**src/mipsPkg.sv**
```systemverilog
`default_nettype none

package mipsPkg;

  // Primary opcodes of the subset
  typedef enum logic [5:0] {
    OP_RTYPE = 6'h00,
    OP_JAL   = 6'h03,
    OP_BEQ   = 6'h04,
    OP_BNE   = 6'h05,
    OP_ADDIU = 6'h09,
    OP_ANDI  = 6'h0C,
    OP_ORI   = 6'h0D,
    OP_LUI   = 6'h0F,
    OP_LW    = 6'h23,
    OP_SW    = 6'h2B,
    OP_DISP  = 6'h3F
  } opcodeE;

  // R-format function codes
  typedef enum logic [5:0] {
    FN_SLL  = 6'h00,
    FN_SRL  = 6'h02,
    FN_ADDU = 6'h21,
    FN_SUBU = 6'h23,
    FN_AND  = 6'h24,
    FN_OR   = 6'h25,
    FN_XOR  = 6'h26,
    FN_SLT  = 6'h2A
  } functE;

  typedef enum logic [3:0] {
    ALU_ADD,
    ALU_SUB,
    ALU_AND,
    ALU_OR,
    ALU_XOR,
    ALU_SLT,
    ALU_SLL,
    ALU_SRL,
    ALU_LUI
  } aluOpE;

  typedef enum logic [1:0] {
    BR_NONE,
    BR_BEQ,
    BR_BNE,
    BR_JAL
  } branchTypeE;

  // One instruction word seen as R-format or I-format
  typedef union packed {
    struct packed {
      opcodeE     opcode;
      logic [4:0] rs;
      logic [4:0] rt;
      logic [4:0] rd;
      logic [4:0] shamt;
      functE      funct;
    } rType;
    struct packed {
      opcodeE      opcode;
      logic [4:0]  rs;
      logic [4:0]  rt;
      logic [15:0] imm16;
    } iType;
  } instrU;

  typedef struct packed {
    logic       memRead;
    logic       memToReg;
    logic       memWrite;
    logic       aluSrc;
    logic       regWrite;
    logic       display;
    aluOpE      aluOp;
    branchTypeE branchType;
    logic       zeroExt;
  } ctrlS;

endpackage

`default_nettype wire

```
**src/decodeExecuteIf.sv**
```systemverilog
`timescale 1ns/1ps
`default_nettype none

// Decoded instruction bundle between decode and execute
interface decodeExecuteIf;

  mipsPkg::ctrlS ctrl;
  logic [31:0]   readData1;
  logic [31:0]   readData2;
  logic [4:0]    readReg1;
  logic [4:0]    readReg2;
  logic [31:0]   immExt;
  logic [31:0]   pcPlus4;
  logic [4:0]    writeReg;
  logic [4:0]    shftAmt;
  logic          valid;

  modport source (
    output ctrl, readData1, readData2, readReg1, readReg2,
    output immExt, pcPlus4, writeReg, shftAmt, valid
  );

  modport sink (
    input ctrl, readData1, readData2, readReg1, readReg2,
    input immExt, pcPlus4, writeReg, shftAmt, valid
  );

endinterface

`default_nettype wire

```
**src/decodeExecuteReg.sv**
```systemverilog
`timescale 1ns/1ps
`default_nettype none

module decodeExecuteReg (
  input  logic           Clk,
  input  logic           arstN,
  input  logic           stall,
  input  logic           redirect,
  decodeExecuteIf.sink   deIn,
  decodeExecuteIf.source deOut
);

  always_ff @(posedge Clk or negedge arstN) begin
    if (!arstN) begin
      deOut.ctrl      <= '0;
      deOut.readData1 <= 32'd0;
      deOut.readData2 <= 32'd0;
      deOut.readReg1  <= 5'd0;
      deOut.readReg2  <= 5'd0;
      deOut.immExt    <= 32'd0;
      deOut.pcPlus4   <= 32'd0;
      deOut.writeReg  <= 5'd0;
      deOut.shftAmt   <= 5'd0;
      deOut.valid     <= 1'b0;
    end else if (!stall) begin
      deOut.readData1 <= deIn.readData1;
      deOut.readData2 <= deIn.readData2;
      deOut.readReg1  <= deIn.readReg1;
      deOut.readReg2  <= deIn.readReg2;
      deOut.immExt    <= deIn.immExt;
      deOut.pcPlus4   <= deIn.pcPlus4;
      deOut.writeReg  <= deIn.writeReg;
      deOut.shftAmt   <= deIn.shftAmt;
      // Wrong-path instruction becomes a bubble
      if (redirect) begin
        deOut.ctrl  <= '0;
        deOut.valid <= 1'b0;
      end else begin
        deOut.ctrl  <= deIn.ctrl;
        deOut.valid <= deIn.valid;
      end
    end
  end

endmodule

`default_nettype wire

```
**src/decodeStage.sv**
```systemverilog
`timescale 1ns/1ps
`default_nettype none

module decodeStage (
  input  logic           Clk,
  input  logic           arstN,
  input  mipsPkg::instrU instrD,
  input  logic [31:0]    pcPlus4D,
  input  logic           validD,
  input  logic           wbEn,
  input  logic [4:0]     wbReg,
  input  logic [31:0]    wbData,
  decodeExecuteIf.source deOut
);

  mipsPkg::ctrlS ctrl;
  logic [31:0]   regFile [32];
  logic [4:0]    rs;
  logic [4:0]    rt;

  assign rs = instrD.iType.rs;
  assign rt = instrD.iType.rt;

  //////////////////////////////
  // Control decoder
  //////////////////////////////
  always_comb begin
    ctrl = '0;
    case (instrD.rType.opcode)
      mipsPkg::OP_RTYPE: begin
        ctrl.regWrite = 1'b1;
        case (instrD.rType.funct)
          mipsPkg::FN_ADDU: ctrl.aluOp = mipsPkg::ALU_ADD;
          mipsPkg::FN_SUBU: ctrl.aluOp = mipsPkg::ALU_SUB;
          mipsPkg::FN_AND:  ctrl.aluOp = mipsPkg::ALU_AND;
          mipsPkg::FN_OR:   ctrl.aluOp = mipsPkg::ALU_OR;
          mipsPkg::FN_XOR:  ctrl.aluOp = mipsPkg::ALU_XOR;
          mipsPkg::FN_SLT:  ctrl.aluOp = mipsPkg::ALU_SLT;
          mipsPkg::FN_SLL:  ctrl.aluOp = mipsPkg::ALU_SLL;
          mipsPkg::FN_SRL:  ctrl.aluOp = mipsPkg::ALU_SRL;
          // Unknown function behaves as a nop
          default:          ctrl.regWrite = 1'b0;
        endcase
      end
      mipsPkg::OP_ADDIU: begin
        ctrl.aluSrc   = 1'b1;
        ctrl.regWrite = 1'b1;
      end
      mipsPkg::OP_ANDI: begin
        ctrl.aluSrc   = 1'b1;
        ctrl.regWrite = 1'b1;
        ctrl.zeroExt  = 1'b1;
        ctrl.aluOp    = mipsPkg::ALU_AND;
      end
      mipsPkg::OP_ORI: begin
        ctrl.aluSrc   = 1'b1;
        ctrl.regWrite = 1'b1;
        ctrl.zeroExt  = 1'b1;
        ctrl.aluOp    = mipsPkg::ALU_OR;
      end
      mipsPkg::OP_LUI: begin
        ctrl.aluSrc   = 1'b1;
        ctrl.regWrite = 1'b1;
        ctrl.zeroExt  = 1'b1;
        ctrl.aluOp    = mipsPkg::ALU_LUI;
      end
      mipsPkg::OP_LW: begin
        ctrl.memRead  = 1'b1;
        ctrl.memToReg = 1'b1;
        ctrl.aluSrc   = 1'b1;
        ctrl.regWrite = 1'b1;
      end
      mipsPkg::OP_SW: begin
        ctrl.memWrite = 1'b1;
        ctrl.aluSrc   = 1'b1;
      end
      mipsPkg::OP_BEQ:  ctrl.branchType = mipsPkg::BR_BEQ;
      mipsPkg::OP_BNE:  ctrl.branchType = mipsPkg::BR_BNE;
      mipsPkg::OP_JAL: begin
        ctrl.branchType = mipsPkg::BR_JAL;
        ctrl.regWrite   = 1'b1;
      end
      mipsPkg::OP_DISP: ctrl.display = 1'b1;
      default:          ctrl = '0;
    endcase
  end

  //////////////////////////////
  // Register file
  //////////////////////////////
  always_ff @(posedge Clk or negedge arstN) begin
    if (!arstN) begin
      for (int i = 0; i < 32; i++) begin
        regFile[i] <= 32'd0;
      end
    end else if (wbEn && wbReg != 5'd0) begin
      regFile[wbReg] <= wbData;
    end
  end

  // Write-first bypass so a retiring result is seen in the same cycle
  always_comb begin
    if (rs == 5'd0) begin
      deOut.readData1 = 32'd0;
    end else if (wbEn && wbReg == rs) begin
      deOut.readData1 = wbData;
    end else begin
      deOut.readData1 = regFile[rs];
    end
    if (rt == 5'd0) begin
      deOut.readData2 = 32'd0;
    end else if (wbEn && wbReg == rt) begin
      deOut.readData2 = wbData;
    end else begin
      deOut.readData2 = regFile[rt];
    end
  end

  assign deOut.ctrl     = ctrl;
  assign deOut.readReg1 = rs;
  assign deOut.readReg2 = rt;
  assign deOut.immExt   = ctrl.zeroExt ? {16'd0, instrD.iType.imm16}
                                       : {{16{instrD.iType.imm16[15]}}, instrD.iType.imm16};
  assign deOut.pcPlus4  = pcPlus4D;
  assign deOut.shftAmt  = instrD.rType.shamt;
  assign deOut.valid    = validD;

  // JAL links into r31
  assign deOut.writeReg = (ctrl.branchType == mipsPkg::BR_JAL) ? 5'd31 :
                          (instrD.rType.opcode == mipsPkg::OP_RTYPE) ? instrD.rType.rd
                                                                     : rt;

endmodule

`default_nettype wire

```
**src/executeStage.sv**
```systemverilog
`timescale 1ns/1ps
`default_nettype none

module executeStage (
  input  logic          Clk,
  input  logic          arstN,
  input  logic          stall,
  decodeExecuteIf.sink  exIn,
  input  logic          wbEn,
  input  logic [4:0]    wbReg,
  input  logic [31:0]   wbData,
  output logic          redirect,
  output logic [31:0]   redirectPc,
  output mipsPkg::ctrlS memCtrl,
  output logic [31:0]   aluResult,
  output logic [31:0]   storeData,
  output logic [4:0]    destReg,
  output logic          memValid
);

  logic        fwdA;
  logic        fwdB;
  logic [31:0] srcA;
  logic [31:0] rtVal;
  logic [31:0] srcB;
  logic [31:0] aluOut;
  logic [31:0] result;
  logic        taken;

  // Forward from the instruction retiring this cycle
  assign fwdA  = wbEn && (wbReg != 5'd0) && (wbReg == exIn.readReg1);
  assign fwdB  = wbEn && (wbReg != 5'd0) && (wbReg == exIn.readReg2);
  assign srcA  = fwdA ? wbData : exIn.readData1;
  assign rtVal = fwdB ? wbData : exIn.readData2;
  assign srcB  = exIn.ctrl.aluSrc ? exIn.immExt : rtVal;

  //////////////////////////////
  // ALU
  //////////////////////////////
  always_comb begin
    case (exIn.ctrl.aluOp)
      mipsPkg::ALU_ADD: aluOut = srcA + srcB;
      mipsPkg::ALU_SUB: aluOut = srcA - srcB;
      mipsPkg::ALU_AND: aluOut = srcA & srcB;
      mipsPkg::ALU_OR:  aluOut = srcA | srcB;
      mipsPkg::ALU_XOR: aluOut = srcA ^ srcB;
      mipsPkg::ALU_SLT: aluOut = {31'd0, $signed(srcA) < $signed(srcB)};
      mipsPkg::ALU_SLL: aluOut = srcB << exIn.shftAmt;
      mipsPkg::ALU_SRL: aluOut = srcB >> exIn.shftAmt;
      mipsPkg::ALU_LUI: aluOut = {srcB[15:0], 16'd0};
      default:          aluOut = 32'd0;
    endcase
  end

  // Branch resolution
  always_comb begin
    case (exIn.ctrl.branchType)
      mipsPkg::BR_BEQ: taken = (srcA == rtVal);
      mipsPkg::BR_BNE: taken = (srcA != rtVal);
      mipsPkg::BR_JAL: taken = 1'b1;
      default:         taken = 1'b0;
    endcase
  end

  // Operands may be stale while memory stalls
  assign redirect   = exIn.valid && taken && !stall;
  assign redirectPc = exIn.pcPlus4 + {exIn.immExt[29:0], 2'b00};
  assign result     = (exIn.ctrl.branchType == mipsPkg::BR_JAL) ? exIn.pcPlus4 : aluOut;

  //////////////////////////////
  // Execute/memory register
  //////////////////////////////
  always_ff @(posedge Clk or negedge arstN) begin
    if (!arstN) begin
      memCtrl  <= '0;
      memValid <= 1'b0;
    end else if (!stall) begin
      memCtrl  <= exIn.ctrl;
      memValid <= exIn.valid;
    end
  end

  always_ff @(posedge Clk) begin
    if (!stall) begin
      aluResult <= result;
      storeData <= rtVal;
      destReg   <= exIn.writeReg;
    end
  end

endmodule

`default_nettype wire

```
**src/fetchStage.sv**
```systemverilog
`timescale 1ns/1ps
`default_nettype none

module fetchStage #(
  parameter logic [31:0] resetPc = 32'h0000_0000
) (
  input  logic          Clk,
  input  logic          arstN,
  input  logic          stall,
  input  logic          redirect,
  input  logic [31:0]   redirectPc,
  output logic [31:0]   imemAddr,
  input  logic [31:0]   imemData,
  output mipsPkg::instrU instrD,
  output logic [31:0]   pcPlus4D,
  output logic          validD
);

  logic [31:0] pc;

  assign imemAddr = pc;

  // PC and valid bit of the fetch/decode register
  always_ff @(posedge Clk or negedge arstN) begin
    if (!arstN) begin
      pc     <= resetPc;
      validD <= 1'b0;
    end else if (!stall) begin
      if (redirect) begin
        pc     <= redirectPc;
        validD <= 1'b0;
      end else begin
        pc     <= pc + 32'd4;
        validD <= 1'b1;
      end
    end
  end

  always_ff @(posedge Clk) begin
    if (!stall) begin
      instrD   <= imemData;
      pcPlus4D <= pc + 32'd4;
    end
  end

endmodule

`default_nettype wire

```
**src/memStage.sv**
```systemverilog
`timescale 1ns/1ps
`default_nettype none

module memStage (
  input  logic          Clk,
  input  logic          arstN,
  input  mipsPkg::ctrlS memCtrl,
  input  logic [31:0]   aluResult,
  input  logic [31:0]   storeData,
  input  logic [4:0]    destReg,
  input  logic          memValid,
  output logic          stall,
  output logic          wbEn,
  output logic [4:0]    wbReg,
  output logic [31:0]   wbData,
  output logic          cyc,
  output logic          stb,
  output logic          we,
  output logic [31:0]   adr,
  output logic [31:0]   datMosi,
  input  logic [31:0]   datMiso,
  input  logic          ack,
  output logic          displayValid,
  output logic [31:0]   displayData
);

  logic memOp;
  logic busy;
  logic done;
  logic retire;

  assign memOp = memValid && (memCtrl.memRead || memCtrl.memWrite);
  assign done  = busy && ack;

  //////////////////////////////
  // Wishbone master
  //////////////////////////////
  // Bus cycle opens the cycle after a load or store arrives
  always_ff @(posedge Clk or negedge arstN) begin
    if (!arstN) begin
      busy <= 1'b0;
    end else if (done) begin
      busy <= 1'b0;
    end else if (memOp) begin
      busy <= 1'b1;
    end
  end

  assign cyc     = busy;
  assign stb     = busy;
  assign we      = busy && memCtrl.memWrite;
  assign adr     = aluResult;
  assign datMosi = storeData;

  // Hold the pipeline until the slave acknowledges
  assign stall = memOp && !done;

  //////////////////////////////
  // Retirement
  //////////////////////////////
  assign retire = memValid && !stall;
  assign wbEn   = retire && memCtrl.regWrite;
  assign wbReg  = destReg;
  assign wbData = memCtrl.memToReg ? datMiso : aluResult;

  // DISP shows the forwarded rt value
  assign displayValid = retire && memCtrl.display;
  assign displayData  = storeData;

endmodule

`default_nettype wire

```
**src/mipsCore.sv**
```systemverilog
`timescale 1ns/1ps
`default_nettype none

module mipsCore #(
  parameter logic [31:0] resetPc = 32'h0000_0000
) (
  input  logic        Clk,
  input  logic        arstN,
  output logic [31:0] imemAddr,
  input  logic [31:0] imemData,
  output logic        wbCyc,
  output logic        wbStb,
  output logic        wbWe,
  output logic [31:0] wbAdr,
  output logic [31:0] wbDatMosi,
  input  logic [31:0] wbDatMiso,
  input  logic        wbAck,
  output logic        displayValid,
  output logic [31:0] displayData
);

  mipsPkg::instrU instrD;
  logic [31:0]    pcPlus4D;
  logic           validD;
  logic           stall;
  logic           redirect;
  logic [31:0]   redirectPc;
  logic           wbEn;
  logic [4:0]     wbReg;
  logic [31:0]    wbData;
  mipsPkg::ctrlS  memCtrl;
  logic [31:0]    aluResult;
  logic [31:0]    storeData;
  logic [4:0]     destReg;
  logic           memValid;

  decodeExecuteIf deD ();
  decodeExecuteIf deE ();

  fetchStage #(
    .resetPc(resetPc)
  ) u_fetch (
    .Clk(Clk),
    .arstN(arstN),
    .stall(stall),
    .redirect(redirect),
    .redirectPc(redirectPc),
    .imemAddr(imemAddr),
    .imemData(imemData),
    .instrD(instrD),
    .pcPlus4D(pcPlus4D),
    .validD(validD)
  );

  decodeStage u_decode (
    .Clk(Clk),
    .arstN(arstN),
    .instrD(instrD),
    .pcPlus4D(pcPlus4D),
    .validD(validD),
    .wbEn(wbEn),
    .wbReg(wbReg),
    .wbData(wbData),
    .deOut(deD.source)
  );

  decodeExecuteReg u_deReg (
    .Clk(Clk),
    .arstN(arstN),
    .stall(stall),
    .redirect(redirect),
    .deIn(deD.sink),
    .deOut(deE.source)
  );

  executeStage u_execute (
    .Clk(Clk),
    .arstN(arstN),
    .stall(stall),
    .exIn(deE.sink),
    .wbEn(wbEn),
    .wbReg(wbReg),
    .wbData(wbData),
    .redirect(redirect),
    .redirectPc(redirectPc),
    .memCtrl(memCtrl),
    .aluResult(aluResult),
    .storeData(storeData),
    .destReg(destReg),
    .memValid(memValid)
  );

  memStage u_mem (
    .Clk(Clk),
    .arstN(arstN),
    .memCtrl(memCtrl),
    .aluResult(aluResult),
    .storeData(storeData),
    .destReg(destReg),
    .memValid(memValid),
    .stall(stall),
    .wbEn(wbEn),
    .wbReg(wbReg),
    .wbData(wbData),
    .cyc(wbCyc),
    .stb(wbStb),
    .we(wbWe),
    .adr(wbAdr),
    .datMosi(wbDatMosi),
    .datMiso(wbDatMiso),
    .ack(wbAck),
    .displayValid(displayValid),
    .displayData(displayData)
  );

endmodule

`default_nettype wire

```
**config.mk**
```make
export PLATFORM = sky130hd
export DESIGN_NAME = mipsCore
export DESIGN_NICKNAME = d
export VERILOG_FILES = /design/src/mipsPkg.sv /design/src/decodeExecuteIf.sv /design/src/decodeExecuteReg.sv /design/src/decodeStage.sv /design/src/executeStage.sv /design/src/fetchStage.sv /design/src/memStage.sv /design/src/mipsCore.sv
export SDC_FILE = /design/constraint.sdc
export NUM_CORES = 2
export LEC_CHECK = 0
export BUFFER_PORTS_ARGS = -buffer_cell sky130_fd_sc_hd__buf_2
export CORE_MARGIN = 4
export CORE_UTILIZATION = 50
export DETAILED_ROUTE_END_ITERATION = 12
export PLACE_DENSITY = 0.66
export SYNTH_ARGS = -nofsm -noshare
export SYNTH_HDL_FRONTEND = slang
export SYNTH_SLANG_ARGS = --single-unit
```
**constraint.sdc**
```tcl
create_clock -name Clk -period 8.6 [get_ports Clk]
set_input_delay 1.72 -clock Clk [delete_from_list [all_inputs] [get_ports Clk]]
set_output_delay 1.72 -clock Clk [all_outputs]
set_load 0.05 [all_outputs]
```
# --- Yosys cells after proc, flatten, opt, wreduce, memory -nomap -nowiden ---
# Cells that the tools add are included.
word_totals:
  regBits: 1358
  latch_bits: 0
  mem_bits_rw: 0
  rom_bits: 0
  in_bits: 67
  output_inout_bits: 132
  wordCells: 183
  memories: 0
classes:
  addsub: 4
  multipliers: 0
  div: 0
  n_lt_le_gt_ge: 5
  eq_ne: 35
  shift: 2
  muxes: 39
  bitwise: 6
  reduce_logical: 29
op_table:
  columns: ["operator", "n"]
  rows:
  - ["$bwmux W1024", 1]
  - ["$mux W32", 16]
  - ["$bmux W32 S5", 2]
  - ["$pmux W32 S9", 1]
  - ["$demux W32 S5", 1]
  - ["$add A32 B32 Y32", 2]
  - ["$eq A6 B6 Y1 const B", 9]
  - ["$add A32 B3 Y32 const B", 1]
  - ["$and A32 B32 Y32", 1]
  - ["$eq A32 B32 Y1", 1]
  - ["$lt A32 B32 Y1", 1]
  - ["$ne A32 B32 Y1", 1]
  - ["$or A32 B32 Y32", 1]
  - ["$shl A32 B5 Y32", 1]
  - ["$shr A32 B5 Y32", 1]
  - ["$sub A32 B32 Y32", 1]
  - ["$xor A32 B32 Y32", 1]
  - ["$eq A6 B4 Y1 const B", 4]
  - ["$pmux W3 S7", 1]
  - ["$eq A5 B5 Y1", 4]
  - ["$ge A6 B6 Y1 const B", 3]
  - ["$not A5 Y6", 3]
  - ["$eq A4 B3 Y1 const B", 4]
  - ["$pmux W4 S4", 1]
  - ["26 further kinds", 58]

# --- Logic depth before layout (Yosys ltp) ---
depth:
  ltp_word: 14
  depth_mapped: 24
  depth_no_buf: 19

# --- Cells and area by module ---
# From an unflattened synthesis, not the netlist that was laid out.
hier_totals:
  cells_unflattened: 6941
  hier_area_um2: 84969.0
by_module_without_submodules:
  columns: ["mod", "instances", "cells_per_inst", "area_per_inst_um2", "seq_area_each_um2"]
  rows:
  - ["decodeStage", 1, 4081, 57041.0, 25624.6]
  - ["executeStage", 1, 1979, 15578.7, 2422.3]
  - ["decodeExecuteReg", 1, 372, 6505.0, 4053.9]
  - ["fetchStage", 1, 362, 4459.3, 2747.6]
  - ["memStage", 1, 147, 1385.1, 25.0]

# --- Worst setup path before layout ---
# Ideal clock, no wire load.
synth_path:
  path_kind: "input -> register"
  start: "input port wbAck"
  end: "register u_mem.busy (netlist: u_mem.cyc)"
  setup_ps: 364
  t_arrival_ps: 6628
  t_required_ps: 8236
  slack_ps: 1608
  cell_stages: 7
  path_buffers: 3
  cell_sequence: "a21oi_1 -> and2_1 -> clkbuf_1 -> inv_1 -> clkbuf_1 -> buf_1 -> o21ai_0"
synth_between:
  elab_chain_len: 2
  word_cells_on_any_way: 3
  classes_between: "mux (1); reduce/logical (2)"
synth_rtl:
  columns: ["item", "line_no", "text"]
  rows:
  - ["from (decl)", "mipsCore.sv:17", "input logic wbAck,"]
  - ["$logic_and A1 B1 Y1 *", "memStage.sv:33", "assign done = busy && ack;"]
  - ["$mux W1 / $reduce_bool A2 Y1 (equally long branches)", null, null]
  - ["to (signal assigned)", "memStage.sv:41", "busy <= 1'b0;"]
  - ["to (signal assigned)", "memStage.sv:43", "busy <= 1'b0;"]
  - ["to (signal assigned)", "memStage.sv:45", "busy <= 1'b1;"]
  - ["to (decl)", "memStage.sv:28", "logic busy;"]
# Mark *: on every way between the ends. The rest lies on a longest branch, timed or not.
# A chain may end at the register's enable or synchronous reset.

# --- Worst setup path after layout ---
layout_path:
  start: "register u_execute.destReg[4]"
  end: "register u_execute.aluResult[31] (data pin)"
layout_between:
  elab_chain_len: 8
  word_cells_on_any_way: 18
  classes_between: "add/sub (2); eq/ne (2); shift (2); mux (5); bitwise (3); reduce/logical (4)"
layout_rtl:
  columns: ["item", "line_no", "text"]
  rows:
  - ["from (decl)", "executeStage.sv:17", "output logic [4:0] destReg,"]
  - ["from (signal assigned)", "executeStage.sv:87", "destReg <= exIn.writeReg;"]
  - ["$reduce_bool A5 Y1", "executeStage.sv:31, executeStage.sv:32", null]
  - ["$logic_and A1 B1 Y1", "executeStage.sv:31, executeStage.sv:32", null]
  - ["$logic_and A1 B1 Y1", "executeStage.sv:32", "assign fwdB = wbEn && (wbReg != 5'd0) && (wbReg == exIn.readReg2);"]
  - ["$mux W32", "executeStage.sv:34", "assign rtVal = fwdB ? wbData : exIn.readData2;"]
  - ["$mux W32", "executeStage.sv:35", "assign srcB = exIn.ctrl.aluSrc ? exIn.immExt : rtVal;"]
  - ["$sub A32 B32 Y32 (tied with other cells)", "executeStage.sv:43", "mipsPkg::ALU_SUB: aluOut = srcA - srcB;"]
  - ["$pmux W32 S9 *", "executeStage.sv:41", "case (exIn.ctrl.aluOp)"]
  - ["$mux W32 *", "executeStage.sv:68", "assign result = (exIn.ctrl.branchType == mipsPkg::BR_JAL) ? exIn.pcPlus4 : aluOut;"]
  - ["via u_execute.result[31]", "executeStage.sv:27", "logic [31:0] result;"]
  - ["to (signal assigned)", "executeStage.sv:85", "aluResult <= result;"]
  - ["to (decl)", "executeStage.sv:15", "output logic [31:0] aluResult,"]
# Mark *: on every way through the listed nets, which the timed path passes. The rest lies on a longest branch.

==> parameters.txt <==
Parameter                              Value

Floorplan
  Total die area    0.161 sq mm
  I/O pins    199
  Initial Utilization    50.5%
  Placeable core region    0.153 sq mm
  Horizontal die dimension    401 microns
  Placement Rows    143
  Chip Height    401 microns

Setup path
  Crit-path cells    xnor2_1, and3_1, buf_4, nand4_1, and2_1, o21ai_0, ha_1, nor3_1, nand2_1, a31oi_1, o311ai_0, a31oi_1, o21ai_0, o221ai_1, a211oi_1, xor2_1, nand2_1, a31oi_1
  Count of buffering cells on the critical path with inverters included    1
  Critical path's most frequent cell    sky130_fd_sc_hd__a31oi_1
  Startpoint Class    register
  Required time of the critical path    9.13 ns
  Critical path endpoint category    register
  Maximum fanout count along the critical path    27
  WS Path Type    register to register
  CP arrival    7.67 ns
  Slowest stage delay, CP    0.84 ns
  Critical Path Slowest Stage Cell    sky130_fd_sc_hd__o21ai_0
  Cell family contributing the most delay on the critical path    compound AO/OA/AOI/OAI gates

Power
  PwrDens    271 mW/mm^2
  Peak supply drop    0.191 mV
  Total power after layout    23.1 mW
  Leakage dissipation    36.3 nW

Finish
  Fin cells    9293
  Utilization after layout    55.8%
  Final layout net count    7331
  Ratio of cells with drive above 1 in the final layout    20.2%
  Multi-input logic area    0.0401 sq mm
  Top library cells by usage in the layout, fill and taps aside    sky130_fd_sc_hd__dfrtp_1 (1198), sky130_fd_sc_hd__nand2_1 (940), sky130_fd_sc_hd__nor2_1 (756)
  Synthesis-to-finish area growth    10.4%
  Final std cell area, no fill    0.0851 sq mm
  Commonest non-fill, non-tap cell in the layout    sky130_fd_sc_hd__dfrtp_1
  Number of filler cells placed in the layout    12961
  Reg area    0.0341 sq mm

Clock tree
  Resized Gates After CTS    0
  Num CTS Buffers    150
  CTS tree    built
  Largest buffer count on any clock path    3
  Clock latency on the worst-skew pair    0.81 ns
  Clock-pin slew on the worst setup and hold paths    0.06 ns
  Root buffer selected by CTS    sky130_fd_sc_hd__clkbuf_16
  Number of hold buffers added after CTS    0
  Maximum level of the CTS H-tree    4
  Number of buffers inserted to repair setup after CTS    0
  Sinks on the clock net    1336

Global route
  Antenna violations before repair    19
  Via count of the first global-routing pass    60521
  Global-route wire length before repair    436000 microns
  Largest net degree at the start of global routing    173
  Global Route Usage Sum    37.2%
  Met1 usage in global routing    49.3%
  Congestion Overflow GR    0
  Busiest metal layer after global routing    met2
  Met3 usage    7.56%
  Met2 Usage GRT    57.3%

Logic synthesis
  Share of synthesized flip-flops with an asynchronous set or reset    90.0%
  Main flop type after synthesis    sky130_fd_sc_hd__dfrtp_1
  Number of synthesized flops with an enable pin    133
  Syn Std Cell Area    0.0771 sq mm
  Number of nets produced by synthesis    7506
  Distinct cell type count of the synthesized netlist    86
  Cell count after synthesis    7310
  Synthesized flop and latch total    1336
  Sequential element share of the synthesized area    44.2%
  Synthesis warning total    0
  Synthesized area per cell    10.5 sq um

STA
  Fraction of the cycle the final worst path needs    83.0%
  Summed negative setup slack over all endpoints    0 ns
  Time the final worst path needs with I/O delays and setup    7.14 ns
  Count of endpoints failing hold in the final timing report    0
  Maximum achievable frequency    0.140 GHz
  Fin. max-slew vios    0
  Setup repair after global routing missed its margin    false
  Layout Skew    0.0524 ns
  Measured slew at the worst slew-check pin    1.42 ns
  Rel. slew slack    4.04%
  Final setup violation count    0

Hold path
  Path class of the lowest-slack min-delay path    register to register

Placed design
  Area post-placement    0.0801 sq mm
  Number of buffer cells added on primary ports    198
  Number of cells after detailed placement    9013
  Final RePlAce weighted congestion    1.08
  Half-perimeter wire length of the detailed placement result    197000 microns

Routing
  Total Routed Length    301000 microns
  Via density per instance    6.70
  TritonRoute pass-1 iters    8
  Vias after detailed routing    62260
  Post-route DRC violation count    0
  Wire length per cell    32.4 microns
  Antenna-violating nets left    0
  First DRT Iteration DRCs    7687

Flow run
  Number of max-cap violations    0

Run status
  Outcome    completed
path summary, 6_finish.rpt:
kind | startpoint | to | slack (ns) | cells after the start
max in group asynchronous | arstN | u_decode.regFile[431] | 5.71 | 3
max reg2reg | u_execute.destReg[4] | u_execute.aluResult[31] | 1.46 | 18
min reg2reg | u_decode.regFile[1020] | u_decode.regFile[1020] | 0.39 | 0
max | u_execute.destReg[4] | u_execute.aluResult[31] | 1.46 | 18
min in group asynchronous | arstN | u_decode.regFile[646] | 0.82 | 1
min | u_decode.regFile[1020] | u_decode.regFile[1020] | 0.39 | 0
cell usage after synthesis (52+ instances only):
master / number / area [sq um]
sky130_fd_sc_hd__clkbuf_1: 589 / 2210
sky130_fd_sc_hd__xnor2_1: 82 / 718
sky130_fd_sc_hd__inv_1: 155 / 582
sky130_fd_sc_hd__nand2_1: 951 / 3570
sky130_fd_sc_hd__nor3_1: 66 / 330
sky130_fd_sc_hd__nor2_1: 770 / 2890
sky130_fd_sc_hd__ha_1: 126 / 1580
sky130_fd_sc_hd__o31ai_1: 54 / 405
sky130_fd_sc_hd__mux4_2: 663 / 14900
sky130_fd_sc_hd__mux2i_1: 159 / 1590
sky130_fd_sc_hd__a21oi_1: 702 / 3510
sky130_fd_sc_hd__o21ai_0: 677 / 3390
sky130_fd_sc_hd__dfrtp_1: 1203 / 30100
sky130_fd_sc_hd__nand3_1: 52 / 260
sky130_fd_sc_hd__edfxtp_1: 133 / 3990
sky130_fd_sc_hd__buf_1: 76 / 285
state kept, by name (all words and copies together), names as in the netlist:
register	count
u_execute.destReg	5
u_deReg.deOut.ctrl	11
u_fetch.imemAddr	32
u_execute.aluResult	32
u_execute.memCtrl	4
u_execute.memValid	1
u_deReg.deOut.valid	1
u_deReg.deOut.shftAmt	4
u_decode.regFile	1024
u_deReg.deOut.immExt	13
u_deReg.deOut.writeReg	5
u_deReg.deOut.readData1	32
u_deReg.deOut.readReg2	5
u_mem.cyc	1
u_execute.storeData	32
u_deReg.deOut.readReg1	5
u_fetch.instrD	32
u_deReg.deOut.readData2	32
u_fetch.pcPlus4D	32
u_deReg.deOut.pcPlus4	32
u_fetch.validD	1
cell families (layout without fill, tap and decap cells):
| kind of cell | Yosys count | count (layout) | synth area share [%] |
|---|---|---|---|
| compound gates | 1904 | 1904 | 14.5 |
| other cells | 0 | 4 | 0 |
| xor+xnor | 118 | 118 | 1.34 |
| flops | 1336 | 1336 | 44.2 |
| simple gates | 2068 | 2068 | 11.1 |
| buf+inv | 886 | 835 | 4.56 |
| fa+ha+maj | 129 | 129 | 2.12 |
| mux | 869 | 869 | 22.1 |
final cells by class:
cell class,instances,area share [%]
clock buffer,233,5.21
sequential,1336,40.1
multi-input combinational,5088,47.1
inverter,157,0.701
clock inverter,43,0.689
tap,2030,2.98
antenna,4,0.0118
timing repair buffer,402,3.20
routing by layer:
| layer | vias to the layer above | routed length, microns |
|---|---|---|
| met5 | - | 78 |
| met4 | 12 | 21200 |
| met3 | 842 | 26800 |
| met2 | 3274 | 138000 |
| met1 | 31743 | 115000 |
| li1 | 26389 | - |
through the flow:
step | worst slack [ns] | hold WS, ns
2_1_floorplan | 1.61 | 0.422
6_report | 1.46 | 0.393
3_3_place_gp | 0.811 | 0.376
4_1_cts | 1.51 | 0.396
5_1_grt | 1.16 | 0.405
3_5_place_dp | 0.712 | 0.384
where the power goes:
group | leakage, nW | total, mW | switching, mW | internal, mW
Combinational | 16.2 | 7.87 | 5.14 | 2.73
Sequential | 17.8 | 8.65 | 1.13 | 7.53
Clock | 2.44 | 6.55 | 2.83 | 3.72
No activity file was read; power rests on OpenSTA's default activity.
